### src/wfd_pkg.sv
// wfd_pkg package with board constants, channel mask, trigger number and stream beat structs
package wfd_pkg;

    ////////////////////////////////////////////////////////////
    // board constants
    ////////////////////////////////////////////////////////////

    localparam int NUM_CHANNELS = 5;   // channel fpgas driven by the master
    localparam int DATA_W       = 32;  // width of every stream word
    localparam int DEST_W       = 4;   // destination field of a host command
    localparam int TRIG_NUM_W   = 24;  // trigger counter width

    ////////////////////////////////////////////////////////////
    // shared types
    ////////////////////////////////////////////////////////////

    // one bit per channel, used for go, done and per channel valid/ready
    typedef logic [NUM_CHANNELS-1:0] chan_mask_t;

    // running trigger number handed to the readout side
    typedef logic [TRIG_NUM_W-1:0] trig_num_t;

    // one command beat from the host, 37 bits
    typedef struct packed {
        logic [DATA_W-1:0] data;   // command word
        logic [DEST_W-1:0] dest;   // target channel index
        logic              last;   // closes the command packet
    } cmd_beat_t;

    // one beat of a channel stream or of the merged response, 33 bits
    typedef struct packed {
        logic [DATA_W-1:0] data;   // payload word
        logic              last;   // closes the packet
    } chan_beat_t;

    // beats leaving the router lose only their dest field, so the
    // channel beat is the command beat with dest stripped off
    // data keeps the msb side in both structs

endpackage

### src/channel_rx_arbiter.sv
// channel_rx_arbiter module, round robin packet locked merge of the channel response streams
`timescale 1ns/1ps

module channel_rx_arbiter #(
    parameter int N_CHAN = 5  // channel streams merged
) (
    input  logic                clk,
    input  logic                rst_n,
    input  wfd_pkg::chan_mask_t in_valid,          // per channel requests
    input  wfd_pkg::chan_beat_t in_beat [N_CHAN],  // per channel beats
    output wfd_pkg::chan_mask_t in_ready,          // only the owner sees ready
    output logic                out_valid,
    output wfd_pkg::chan_beat_t out_beat,
    input  logic                out_ready
);

    localparam int IDX_W = (N_CHAN > 1) ? $clog2(N_CHAN) : 1;

    logic [IDX_W-1:0] grant;      // channel owning the output
    logic             locked;     // a packet is in progress
    logic [IDX_W-1:0] start_ptr;  // first channel looked at by the search
    logic [IDX_W-1:0] pick;       // search winner
    logic             found;
    logic             pkt_end;    // last beat of the owner moves this cycle

    ////////////////////////////////////////////////////////////
    // round robin search
    ////////////////////////////////////////////////////////////

    always_comb begin
        int j;
        found = 1'b0;
        pick  = start_ptr;
        for (int k = 0; k < N_CHAN; k++) begin
            j = (int'(start_ptr) + k) % N_CHAN;  // walk upward with wrap
            if (!found && in_valid[j]) begin
                found = 1'b1;
                pick  = IDX_W'(j);
            end
        end
    end

    ////////////////////////////////////////////////////////////
    // grant register
    ////////////////////////////////////////////////////////////

    assign pkt_end = out_valid & out_ready & out_beat.last;

    always_ff @(posedge clk) begin
        if (!rst_n) begin
            grant     <= '0;
            locked    <= 1'b0;
            start_ptr <= '0;            // channel 0 goes first after reset
        end else if (!locked) begin
            if (found) begin
                grant  <= pick;         // takes effect next cycle
                locked <= 1'b1;
                // next search begins one past this owner
                start_ptr <= (pick == IDX_W'(N_CHAN - 1)) ? '0 : pick + 1'b1;
            end
        end else if (pkt_end) begin
            locked <= 1'b0;             // packet done, release
        end
    end

    ////////////////////////////////////////////////////////////
    // output mux, zero latency once granted
    ////////////////////////////////////////////////////////////

    assign out_valid = locked & in_valid[grant];
    assign out_beat  = in_beat[grant];

    always_comb begin
        in_ready = '0;
        in_ready[grant] = locked & out_ready;  // hold everyone else off
    end

endmodule

### src/channel_tx_router.sv
// channel_tx_router module, steers command beats to one channel by their destination field
`timescale 1ns/1ps

module channel_tx_router #(
    parameter int N_CHAN = 5  // channels behind the router
) (
    input  logic                in_valid,
    input  wfd_pkg::cmd_beat_t  in_beat,    // head of the command fifo
    output logic                in_ready,
    output wfd_pkg::chan_mask_t out_valid,  // one hot on the target channel
    output wfd_pkg::chan_beat_t out_beat,   // shared by all channels
    input  wfd_pkg::chan_mask_t out_ready
);

    logic dest_hit;  // dest names an existing channel
    logic sel_ready; // ready of that channel

    ////////////////////////////////////////////////////////////
    // dest decode, purely combinational
    ////////////////////////////////////////////////////////////

    always_comb begin
        out_valid = '0;
        dest_hit  = 1'b0;
        sel_ready = 1'b0;
        for (int i = 0; i < N_CHAN; i++) begin
            if (in_beat.dest == wfd_pkg::DEST_W'(i)) begin
                out_valid[i] = in_valid;      // only the addressed channel sees it
                dest_hit     = 1'b1;
                sel_ready    = out_ready[i];
            end
        end
    end

    // back pressure of the target passes straight to the fifo
    // beats for a missing channel are swallowed
    assign in_ready = dest_hit ? sel_ready : 1'b1;

    // dest stripped, data and last untouched
    assign out_beat.data = in_beat.data;
    assign out_beat.last = in_beat.last;

endmodule

### src/stream_fifo.sv
// stream_fifo module, first word fall through valid/ready fifo with a payload type parameter
`timescale 1ns/1ps

module stream_fifo #(
    parameter type payload_t = logic [31:0],  // beat carried by the fifo
    parameter int  DEPTH     = 8              // number of entries
) (
    input  logic     clk,
    input  logic     rst_n,
    input  logic     in_valid,
    input  payload_t in_data,
    output logic     in_ready,   // low only when full
    output logic     out_valid,
    output payload_t out_data,   // head entry, valid while not empty
    input  logic     out_ready
);

    localparam int PTR_W = (DEPTH > 1) ? $clog2(DEPTH) : 1;
    localparam int CNT_W = $clog2(DEPTH + 1);  // count runs 0 to DEPTH

    payload_t         mem [DEPTH];  // circular buffer
    logic [PTR_W-1:0] wr_ptr;
    logic [PTR_W-1:0] rd_ptr;
    logic [CNT_W-1:0] count;        // entries held
    logic             do_wr;
    logic             do_rd;

    // pointer step with wrap, works for any depth
    function automatic logic [PTR_W-1:0] ptr_inc(input logic [PTR_W-1:0] p);
        return (p == PTR_W'(DEPTH - 1)) ? '0 : p + 1'b1;
    endfunction

    assign in_ready  = (count != CNT_W'(DEPTH));
    assign out_valid = (count != '0);
    assign out_data  = mem[rd_ptr];         // head shows the cycle after its write
    assign do_wr     = in_valid & in_ready;
    assign do_rd     = out_valid & out_ready;

    // storage
    always_ff @(posedge clk) begin
        if (do_wr)
            mem[wr_ptr] <= in_data;
    end

    // pointers and fill count
    always_ff @(posedge clk) begin
        if (!rst_n) begin
            wr_ptr <= '0;
            rd_ptr <= '0;
            count  <= '0;
        end else begin
            if (do_wr)
                wr_ptr <= ptr_inc(wr_ptr);
            if (do_rd)
                rd_ptr <= ptr_inc(rd_ptr);
            case ({do_wr, do_rd})
                2'b10:   count <= count + 1'b1;  // write only
                2'b01:   count <= count - 1'b1;  // read only
                default: count <= count;         // both or neither
            endcase
        end
    end

endmodule

### src/trigger_manager.sv
// trigger_manager module with go pulse, sticky done collection and trigger numbering
`timescale 1ns/1ps

module trigger_manager (
    input  logic                clk,
    input  logic                rst_n,
    input  logic                trigger,     // strobe from the host side
    input  wfd_pkg::chan_mask_t done,        // done levels from the channel fpgas
    output wfd_pkg::chan_mask_t go,          // acquisition start, one cycle wide
    output logic                busy,        // high from go until the number is pushed
    output logic                push_valid,  // trigger number offered to the fifo
    output wfd_pkg::trig_num_t  push_num,
    input  logic                push_ready
);

    ////////////////////////////////////////////////////////////
    // state and counters
    ////////////////////////////////////////////////////////////

    typedef enum logic [1:0] {
        ST_IDLE,       // waiting for a trigger
        ST_WAIT_DONE,  // go sent, collecting done levels
        ST_PUSH        // all done, holding the number for the fifo
    } state_t;

    state_t              state;
    wfd_pkg::chan_mask_t done_seen;  // sticky done bits for this trigger
    wfd_pkg::trig_num_t  trig_cnt;   // number of the trigger in flight

    always_ff @(posedge clk) begin
        if (!rst_n) begin
            state     <= ST_IDLE;
            go        <= '0;
            done_seen <= '0;
            trig_cnt  <= wfd_pkg::trig_num_t'(1);  // first trigger is number 1
        end else begin
            go <= '0;  // go is a single cycle strobe
            case (state)
                ST_IDLE: begin
                    if (trigger) begin
                        go        <= '1;          // fire every channel at once
                        done_seen <= '0;          // forget the previous trigger
                        state     <= ST_WAIT_DONE;
                    end
                end
                ST_WAIT_DONE: begin
                    // only levels seen after go count
                    done_seen <= done_seen | done;
                    if (&done_seen)
                        state <= ST_PUSH;         // offer the number one cycle later
                end
                ST_PUSH: begin
                    if (push_ready) begin         // fifo took it, back to idle
                        trig_cnt <= trig_cnt + 1'b1;
                        state    <= ST_IDLE;
                    end
                end
                default: state <= ST_IDLE;
            endcase
        end
    end

    ////////////////////////////////////////////////////////////
    // outputs
    ////////////////////////////////////////////////////////////

    // triggers arriving while busy fall on the floor
    assign busy       = (state != ST_IDLE);
    assign push_valid = (state == ST_PUSH);   // held until accepted
    assign push_num   = trig_cnt;             // stable for the whole push

endmodule

### src/wfd_master_core.sv
// wfd_master_core module, top level wiring the trigger path and both channel stream paths
`timescale 1ns/1ps

module wfd_master_core #(
    parameter int TRIG_FIFO_DEPTH = 8,   // trigger numbers waiting for readout
    parameter int CMD_FIFO_DEPTH  = 16   // host command beats buffered
) (
    input  logic                clk,
    input  logic                rst_n,
    // trigger and channel control
    input  logic                trigger,
    output wfd_pkg::chan_mask_t acq_trigs,       // go pulse to the channel fpgas
    input  wfd_pkg::chan_mask_t acq_dones,
    output logic                busy,
    // trigger number stream
    output logic                trig_num_valid,
    output wfd_pkg::trig_num_t  trig_num,
    input  logic                trig_num_ready,
    // host commands
    input  logic                cmd_valid,
    input  wfd_pkg::cmd_beat_t  cmd,
    output logic                cmd_ready,
    // commands to the channels
    output wfd_pkg::chan_mask_t chan_tx_valid,
    output wfd_pkg::chan_beat_t chan_tx,         // common beat, qualified by valid
    input  wfd_pkg::chan_mask_t chan_tx_ready,
    // responses from the channels
    input  wfd_pkg::chan_mask_t chan_rx_valid,
    input  wfd_pkg::chan_beat_t chan_rx_data [wfd_pkg::NUM_CHANNELS],
    output wfd_pkg::chan_mask_t chan_rx_ready,
    // merged response
    output logic                resp_valid,
    output wfd_pkg::chan_beat_t resp,
    input  logic                resp_ready
);

    ////////////////////////////////////////////////////////////
    // trigger path
    ////////////////////////////////////////////////////////////

    logic               tm_push_valid;  // manager to trigger number fifo
    logic               tm_push_ready;
    wfd_pkg::trig_num_t tm_push_num;

    trigger_manager tm (
        .clk        (clk),
        .rst_n      (rst_n),
        .trigger    (trigger),
        .done       (acq_dones),
        .go         (acq_trigs),
        .busy       (busy),          // stretched while the fifo is full
        .push_valid (tm_push_valid),
        .push_num   (tm_push_num),
        .push_ready (tm_push_ready)
    );

    stream_fifo #(
        .payload_t (wfd_pkg::trig_num_t),
        .DEPTH     (TRIG_FIFO_DEPTH)
    ) trig_fifo (
        .clk       (clk),
        .rst_n     (rst_n),
        .in_valid  (tm_push_valid),
        .in_data   (tm_push_num),
        .in_ready  (tm_push_ready),
        .out_valid (trig_num_valid),
        .out_data  (trig_num),
        .out_ready (trig_num_ready)
    );

    ////////////////////////////////////////////////////////////
    // command path, fifo then router
    ////////////////////////////////////////////////////////////

    logic               cf_valid;  // fifo head to router
    logic               cf_ready;
    wfd_pkg::cmd_beat_t cf_beat;

    stream_fifo #(
        .payload_t (wfd_pkg::cmd_beat_t),
        .DEPTH     (CMD_FIFO_DEPTH)
    ) cmd_fifo (
        .clk       (clk),
        .rst_n     (rst_n),
        .in_valid  (cmd_valid),
        .in_data   (cmd),
        .in_ready  (cmd_ready),
        .out_valid (cf_valid),
        .out_data  (cf_beat),
        .out_ready (cf_ready)
    );

    channel_tx_router #(
        .N_CHAN (wfd_pkg::NUM_CHANNELS)
    ) tx_router (
        .in_valid  (cf_valid),
        .in_beat   (cf_beat),
        .in_ready  (cf_ready),
        .out_valid (chan_tx_valid),
        .out_beat  (chan_tx),
        .out_ready (chan_tx_ready)
    );

    ////////////////////////////////////////////////////////////
    // response path
    ////////////////////////////////////////////////////////////

    channel_rx_arbiter #(
        .N_CHAN (wfd_pkg::NUM_CHANNELS)
    ) rx_arbiter (
        .clk       (clk),
        .rst_n     (rst_n),
        .in_valid  (chan_rx_valid),
        .in_beat   (chan_rx_data),
        .in_ready  (chan_rx_ready),
        .out_valid (resp_valid),
        .out_beat  (resp),
        .out_ready (resp_ready)
    );

endmodule

### config.mk
export PLATFORM = sky130hd
export DESIGN_NAME = wfd_master_core
export DESIGN_NICKNAME = d
export VERILOG_FILES = /design/src/wfd_pkg.sv /design/src/channel_rx_arbiter.sv /design/src/channel_tx_router.sv /design/src/stream_fifo.sv /design/src/trigger_manager.sv /design/src/wfd_master_core.sv
export SDC_FILE = /design/constraint.sdc
export NUM_CORES = 1
export LEC_CHECK = 0
export BUFFER_PORTS_ARGS = -buffer_cell sky130_fd_sc_hd__buf_2
export CAP_MARGIN = 20
export CORE_ASPECT_RATIO = 0.5
export CORE_MARGIN = 2
export CORE_UTILIZATION = 25
export DETAILED_ROUTE_END_ITERATION = 10
export GPL_TIMING_DRIVEN = 0
export SYNTH_ARGS = -nofsm -noshare
export SYNTH_HDL_FRONTEND = slang
export SYNTH_SLANG_ARGS = --single-unit
### constraint.sdc
create_clock -name clk -period 6.2 [get_ports clk]
set_clock_uncertainty 0.2 [all_clocks]
set_input_delay 0.31 -clock clk [delete_from_list [all_inputs] [get_ports clk]]
set_output_delay 0.31 -clock clk [all_outputs]
set_load 0.05 [all_outputs]
==> reports/metrics.cfg, run 1 <==
[outcome]
status=finished, final reports clean

[clock_network]
path_clk_slew_ps=60
cts_buffers=81
cts-root-buf=clkbuf_16
cts_sinks=853
htreeDepth=3
cts_buffer_depth=3
cts_setup_buffers=0
insertion_delay_ps=640
cts_tree=yes

[hold_path]
min_path_type=primary input to register

[global_routing]
grt_pass1_wl_um=144000
antenna_found_initial=12
grtUsageMet1=0.177
gr-usage-all-layers=0.133
met3_usage=0.0209
grt_max_degree=24
grt_overflow=0
grt_pass1_vias=20700
busiest_layer=met2
met2_usage=0.230

[power_and_ir_drop]
clkPwrFrac=0.289
power-per-cell-area_mw_per_mm2=391
combinationalPowerShare=0.335
total_power_w=0.0172
intPower_w=0.0115
p_leak_nw=14.5
power.sequential.fraction=0.376
p_sw_frac=0.333
ir_worst_vdd_mv=0.216
switching_power_w=0.00574

[logic_synthesis]
synthArstFlopShare=0
yosys_warnings=0
yosys.area_share.xor_xnor=0.00855
synth_top_family_by_area=multiplexers
synthesis.area_mm2=0.0357
synth_edf_count=784
synth_area_leaders=edfxtp_1, mux4_2, dfxtp_1, ha_1, nand2_1
synth_compound_gate_area_share=0.0326
ys_seq_area_frac=0.698
synth_seq_cells=853
synthMuxAreaShare=0.185
synth_fa_ha_area_frac=0.0161
synth_top_area_share=0.660
syn_inst=1896
synth_nets=2163
yosysUniqueCellTypes=75
synth-main-ff-cell=edfxtp_1
yosys.area.top_type=edfxtp_1
synth_area_per_cell_um2=18.8
synth-simple-area-share=0.0405

[setup_path]
cp.arrival_ps=6020
cp.required_ps=6520
max_stage_delay_ps=430
critPathMostFrequentCell=ha_1
critPathMaxFanout=10
path_class=register to register
critPathCaptureType=register
crit_buf_inv=6
startpoint_type=register
cp_slowest_cell=dfxtp_2
cp_top_family=compound AO/OA/AOI/OAI gates

[timing]
post-route-period-util=0.920
report.final.slew_viol_count=0
rsz0062_at_grt=no
finalHoldViolations=0
finalHoldWorstSlack_ps=85.7
finalCriticalPeriod_ps=5700
finalSetupTns_ps=0
setup_ws_ps=497
tightestPinTransition_ps=1090
setup_viol=0
max_freq_mhz=175
relSlewSlack=0.274

[floorplanning]
io_pins=332
die_h_um=271
die_w_um=538
coreArea_mm2=0.141
start_util=0.253
die_area_mm2=0.146
num_rows=97

[route]
avgRoutedWirePerCell_um=22.6
initialDrtViolationCount=1757
routed-via-count=19800
wl_um=98800
drcViolationCount=0
avgViaCountPerCell=4.53
drt_pass1_iterations=5
final_antenna_net_count=0

[placement]
io_buffers=327
post-dp-hpwl_um=70300
place_ws_ps=308
gp_congestion=0.947

[cells_and_area]
fillCellCount=13600
fin_nets=2690
drive_above_1_share=0.347
syn2layout_area_growth_pct=23.6

[flow_run]
drv_cap=0

stage by stage:
step                 util  std cells  instance area (um2)
detailed placement  0.290       4165                40800
global placement    0.282       4104                39700
floorplan               -       1896                35700
global route        0.313       4374                44100
finish              0.313       4376                44100
CTS                 0.312       4361                44000
what timing repair did:
| item | 4_1_cts | 5_1_grt |
|---|---|---|
| endpoints found under the setup margin | 0 | 3 |
| hold endpoints to repair | 608 | 0 |
| resized for setup | 0 | 3 |
| hold buffers | 46 | 0 |
sequential cells by signal (all words and copies together) (netlist names), named ones only:
signal	flops
cmd_fifo.count	5
cmd_fifo.mem	592
cmd_fifo.rd_ptr	4
cmd_fifo.wr_ptr	4
rx_arbiter.grant	3
rx_arbiter.locked	1
rx_arbiter.start_ptr	3
tm.done_seen	5
tm.go	1
tm.push_num	24
tm.state	2
trig_fifo.count	4
trig_fifo.mem	192
trig_fifo.rd_ptr	3
trig_fifo.wr_ptr	3
worst reg2reg max path, stage by stage (launching register included):
cell and delay [ps]:
dfxtp_2 430, buf_2 300, inv_1 250, ha_1 260
buf_2 170, xnor2_2 280, inv_2 120, ha_1 250
nor2_1 150, a211oi_1 110, nor2_1 240, inv_1 100
ha_1 190, nand2b_1 180, a32o_1 340, a21oi_1 180
a22oi_1 120, or2_1 220, clkbuf_1 150, a211oi_1 360
o21ba_1 230, or2_1 110, ha_1 150, nor2_1 40
and3_1 170, o31a_1 270
worst paths after layout:
kind                                         startpoint                 endpoint  slack, ps  cells past startpoint
worst max-delay path            rx_arbiter.start_ptr[0]  rx_arbiter.start_ptr[2]        500                     25
worst min-delay path                              rst_n           tm.push_num[0]         90                      2
worst max register to register  rx_arbiter.start_ptr[0]  rx_arbiter.start_ptr[2]        500                     25
worst min register to register          tm.done_seen[0]          tm.done_seen[0]        270                      2
routing by layer:
layer  part of all wire  routed length, um
met2               0.50              49600
met1               0.43              42500
met4              0.017               1720
met3              0.050               4980
met5            0.00023                 23
cell usage after synthesis, types with 3 or more instances:
cell / count
o211ai_1: 7
clkbuf_1: 55
a31oi_1: 5
ha_1: 41
nand3b_1: 4
a211oi_1: 6
inv_2: 3
o21ai_0: 60
xnor2_1: 13
or2_2: 5
o31a_1: 5
nand2_1: 94
nand2b_1: 14
a21o_1: 8
buf_2: 4
nor2b_1: 8
mux2_2: 26
a211o_1: 8
and3_1: 11
nor4_1: 3
fa_1: 3
xor2_1: 20
a21oi_1: 45
mux4_2: 264
or3_1: 13
edfxtp_1: 784
nand4_1: 9
nand3_1: 24
buf_4: 6
dfxtp_1: 69
inv_1: 66
mux2i_1: 19
o21ai_1: 5
nor2_1: 72
and2_1: 8
mux4_1: 6
nor3b_1: 5
nor3_1: 16
buf_1: 33
o21a_1: 3
a21boi_0: 4
final cells by class:
| type | instances | area, um2 | share of cell area |
|---|---|---|---|
| antenna | 5 | 12.5 | 0.000284 |
| buffer | 101 | 438 | 0.00993 |
| clock buffer | 106 | 2190 | 0.0497 |
| clock inverter | 44 | 487 | 0.0110 |
| inverter | 69 | 259 | 0.00587 |
| multi-input combinational | 873 | 10300 | 0.232 |
| sequential | 853 | 24900 | 0.565 |
| tap | 1881 | 2350 | 0.0533 |
| timing repair buffer | 444 | 3200 | 0.0725 |
power groups by stage:
stage                     Combinational (W)  Sequential (W)  Clock [W]
after floorplan                     0.00404         0.00658          0
after global placement              0.00559         0.00662          0
after detailed placement            0.00574         0.00660          0
after CTS                           0.00578         0.00648    0.00511
after global routing                0.00616         0.00649    0.00533
final                               0.00577         0.00648    0.00499
cells by family (layout without fill, tap and decap cells):
family / count (synthesis) / count (layout)
AOI/OAI and AO/OA: 182 / 182
xor gates and xnor gates: 34 / 34
adders and majority gates: 44 / 44
buffers and inverters: 170 / 764
DFF: 853 / 853
muxes: 315 / 315
other: 0 / 5
and+or+nand+nor: 298 / 298
cells in the final DEF, fill, tap and decap left out, types with 14 or more instances in the layout:
cell type and instances:
edfxtp_1 784, buf_2 331, mux4_2 264, nand2_1 94, clkbuf_16 83, clkbuf_1 75
dfxtp_1 68, inv_1 66, o21ai_0 60, nor2_1 57, dlygate4sd3_1 46, a21oi_1 45
ha_1 41, buf_1 33, buf_6 29, mux2_2 26, nand3_1 24, xor2_1 20
mux2i_1 19, buf_8 17, nor2_4 15, nand2b_1 14, buf_12 14
No activity file was read; power rests on OpenSTA's default activity.
==> run 2, diff against run 1 <==
==> constraint.sdc (replaced) <==
create_clock -name clk -period 6.2 [get_ports clk]
set_clock_uncertainty 0.2 [all_clocks]
set_input_delay 1.24 -clock clk [delete_from_list [all_inputs] [get_ports clk]]
set_output_delay 1.24 -clock clk [all_outputs]
set_load 0.05 [all_outputs]
==> run 2 against run 1 <==
  * Combinational power is essentially flat
  * Die area is the same
  * Cell count shrank 1.0%
  * Critical path depth shrank 18
  * First-iteration DRC count shrank 3.8%
  * Sequential cell count is the same
  * Sequential share of layout area grew 0.57 points
  * Hold slack gained 190 ps
  * Power shrank 0.11%
  * Highest routed layer unchanged
==> reports/metrics.cfg, run 2 (same netlist as run 1, synthesis figures left out) <==
[setup_path]
crit_chain=buf_1 -> clkbuf_1 -> buf_1 -> buf_1 -> mux4_2 -> mux4_2 -> buf_2
path_class=register to primary output
cp.required_ps=4760  ; -1760 ps
critPathMostFrequentCell=buf_1
startpoint_type=register
cp_slowest_cell=buf_1
regToRegStartpoint=rx_arbiter.start_ptr[0]
critPathMaxFanout=10  ; unchanged
critPathCaptureType=primary output
max_stage_delay_ps=670  ; +240 ps
ff2ff_path_depth=25  ; unchanged
cp.arrival_ps=4560  ; -1460 ps

[timing]
setup_ws_ps=195  ; -302 ps
rsz0062_at_grt=no
relSlewSlack=0.284  ; +0.0107
setup_viol=0  ; unchanged
finalHoldViolations=0  ; unchanged
finalHoldWorstSlack_ps=275  ; +189 ps
post-route-period-util=0.968  ; +0.0487
tightestPinTransition_ps=1070  ; -16.0 ps
finalCriticalPeriod_ps=6000  ; +302 ps
report.final.slew_viol_count=0  ; unchanged
max_freq_mhz=167  ; -5.0%

[clock_network]
cts_sinks=853  ; unchanged
path_clk_slew_ps=60  ; about the same
insertion_delay_ps=640  ; about the same
ctsHoldBuffers=0  ; -100%
cts_buffers=81  ; unchanged
cts_setup_buffers=0  ; unchanged
cts_buffer_depth=3  ; unchanged
htreeDepth=3  ; unchanged
cts_tree=yes
cts-root-buf=clkbuf_16
ctsResizeCount=4  ; +4

[global_routing]
grt_pass1_wl_um=143000  ; -0.59%
gr-usage-all-layers=0.133  ; -0.000489
grtUsageMet1=0.176  ; -0.000989
met2_usage=0.230  ; -0.000408
grt_max_degree=24  ; unchanged
grt_pass1_vias=20400  ; -1.4%
busiest_layer=met2
grt_overflow=0  ; unchanged
met3_usage=0.0208  ; -0.0000874
antenna_found_initial=21  ; +9

[route]
drt_pass1_iterations=5  ; unchanged
initialDrtViolationCount=1691  ; -3.8%
final_antenna_net_count=0  ; unchanged
avgViaCountPerCell=4.56  ; +0.52%
drcViolationCount=0  ; unchanged
routed-via-count=19700  ; -0.51%
wl_um=98800  ; about the same
avgRoutedWirePerCell_um=22.8  ; +1.0%

[floorplanning]
die_area_mm2=0.146  ; unchanged
num_rows=97  ; unchanged
io_pins=332  ; unchanged
start_util=0.253  ; unchanged
die_w_um=538  ; unchanged
die_h_um=271  ; unchanged
coreArea_mm2=0.141  ; unchanged

[cells_and_area]
final_cell_mix=edfxtp_1, buf_2, mux4_2
regArea_mm2=0.0249  ; unchanged
fin_cells=4331  ; -1.0%
top_register=cmd_fifo.mem
fin_nets=2644  ; -1.7%
largest_reg_flops=592  ; unchanged
drive_above_1_share=0.355  ; +0.00817
layout_commonest_cell=edfxtp_1
multiInputGateArea_mm2=0.0103  ; unchanged
fillCellCount=13600  ; +0.22%
syn2layout_area_growth_pct=22.4

[placement]
post-dp-hpwl_um=70300  ; unchanged
io_buffers=327  ; unchanged
gp_congestion=0.947  ; unchanged
place_ws_ps=308  ; unchanged
post-place-cells=4165  ; unchanged

[power_and_ir_drop]
ir_worst_vdd_mv=0.213  ; -1.2%
p_leak_nw=14.3  ; -1.2%
power-per-cell-area_mw_per_mm2=394  ; +0.90%

[hold_path]
min_path_type=register to register
whs_path_depth=2  ; unchanged
min_from=tm.done_seen[0]

[flow_run]
drv_cap=0  ; unchanged

[outcome]
status=finished, final reports clean

-- run 2: cell count changes in the layout (fill, tap and decap cells not counted) --
| cell | previous run | this run |
|---|---|---|
| dlygate4sd3_1 | 46 | 0 |
| buf_1 | 33 | 30 |
| clkbuf_2 | 1 | 3 |
| clkdlybuf4s15_2 | 0 | 2 |
| clkbuf_1 | 75 | 74 |
| diode_2 | 5 | 6 |
-- run 2: path summary, 6_finish.rpt --
path / to / slack, ps
min reg2reg: tm.done_seen[0] / 270
max: chan_tx[12] / 200
min: tm.done_seen[0] / 270
max reg2reg: rx_arbiter.start_ptr[2] / 490
-- run 2: area by class of cell --
class | count | area share
antenna | 6 | 0.000344
buffer | 101 | 0.0104
clock inverter | 44 | 0.0111
clock buffer | 106 | 0.0502
timing repair buffer | 398 | 0.0627
tap | 1881 | 0.0539
inverter | 69 | 0.00593
sequential | 853 | 0.571
multi-input combinational | 873 | 0.235
-- run 2: report_power, final --
group	internal [W]	total [W]	switching (W)
combinational	0.00220	0.00575	0.00356
sequential	0.00640	0.00648	0.0000774
clock	0.00289	0.00499	0.00210
-- run 2: through the flow --
stage	util	setup TNS [ps]	area (um2)	power [W]
2_1_floorplan	-	0	35700	0.0106
3_3_place_gp	0.282	-499570	39700	0.0122
3_5_place_dp	0.290	0	40800	0.0123
4_1_cts	0.309	0	43500	0.0173
5_1_grt	0.310	0	43700	0.0180
6_report	0.310	0	43700	0.0172
-- run 2: routing by layer --
| metal | wire, um | vias up |
|---|---|---|
| li1 | - | 8670 |
| met1 | 42300 | 10400 |
| met2 | 49800 | 504 |
| met3 | 4970 | 115 |
| met4 | 1660 | 8 |
| met5 | 49 | - |
-- run 2: worst max-delay path, delay by kind of cell (launching register included) --
family	cells	cell delay (ps)
buffers and inverters	5	2550
DFF	1	420
muxes	2	950
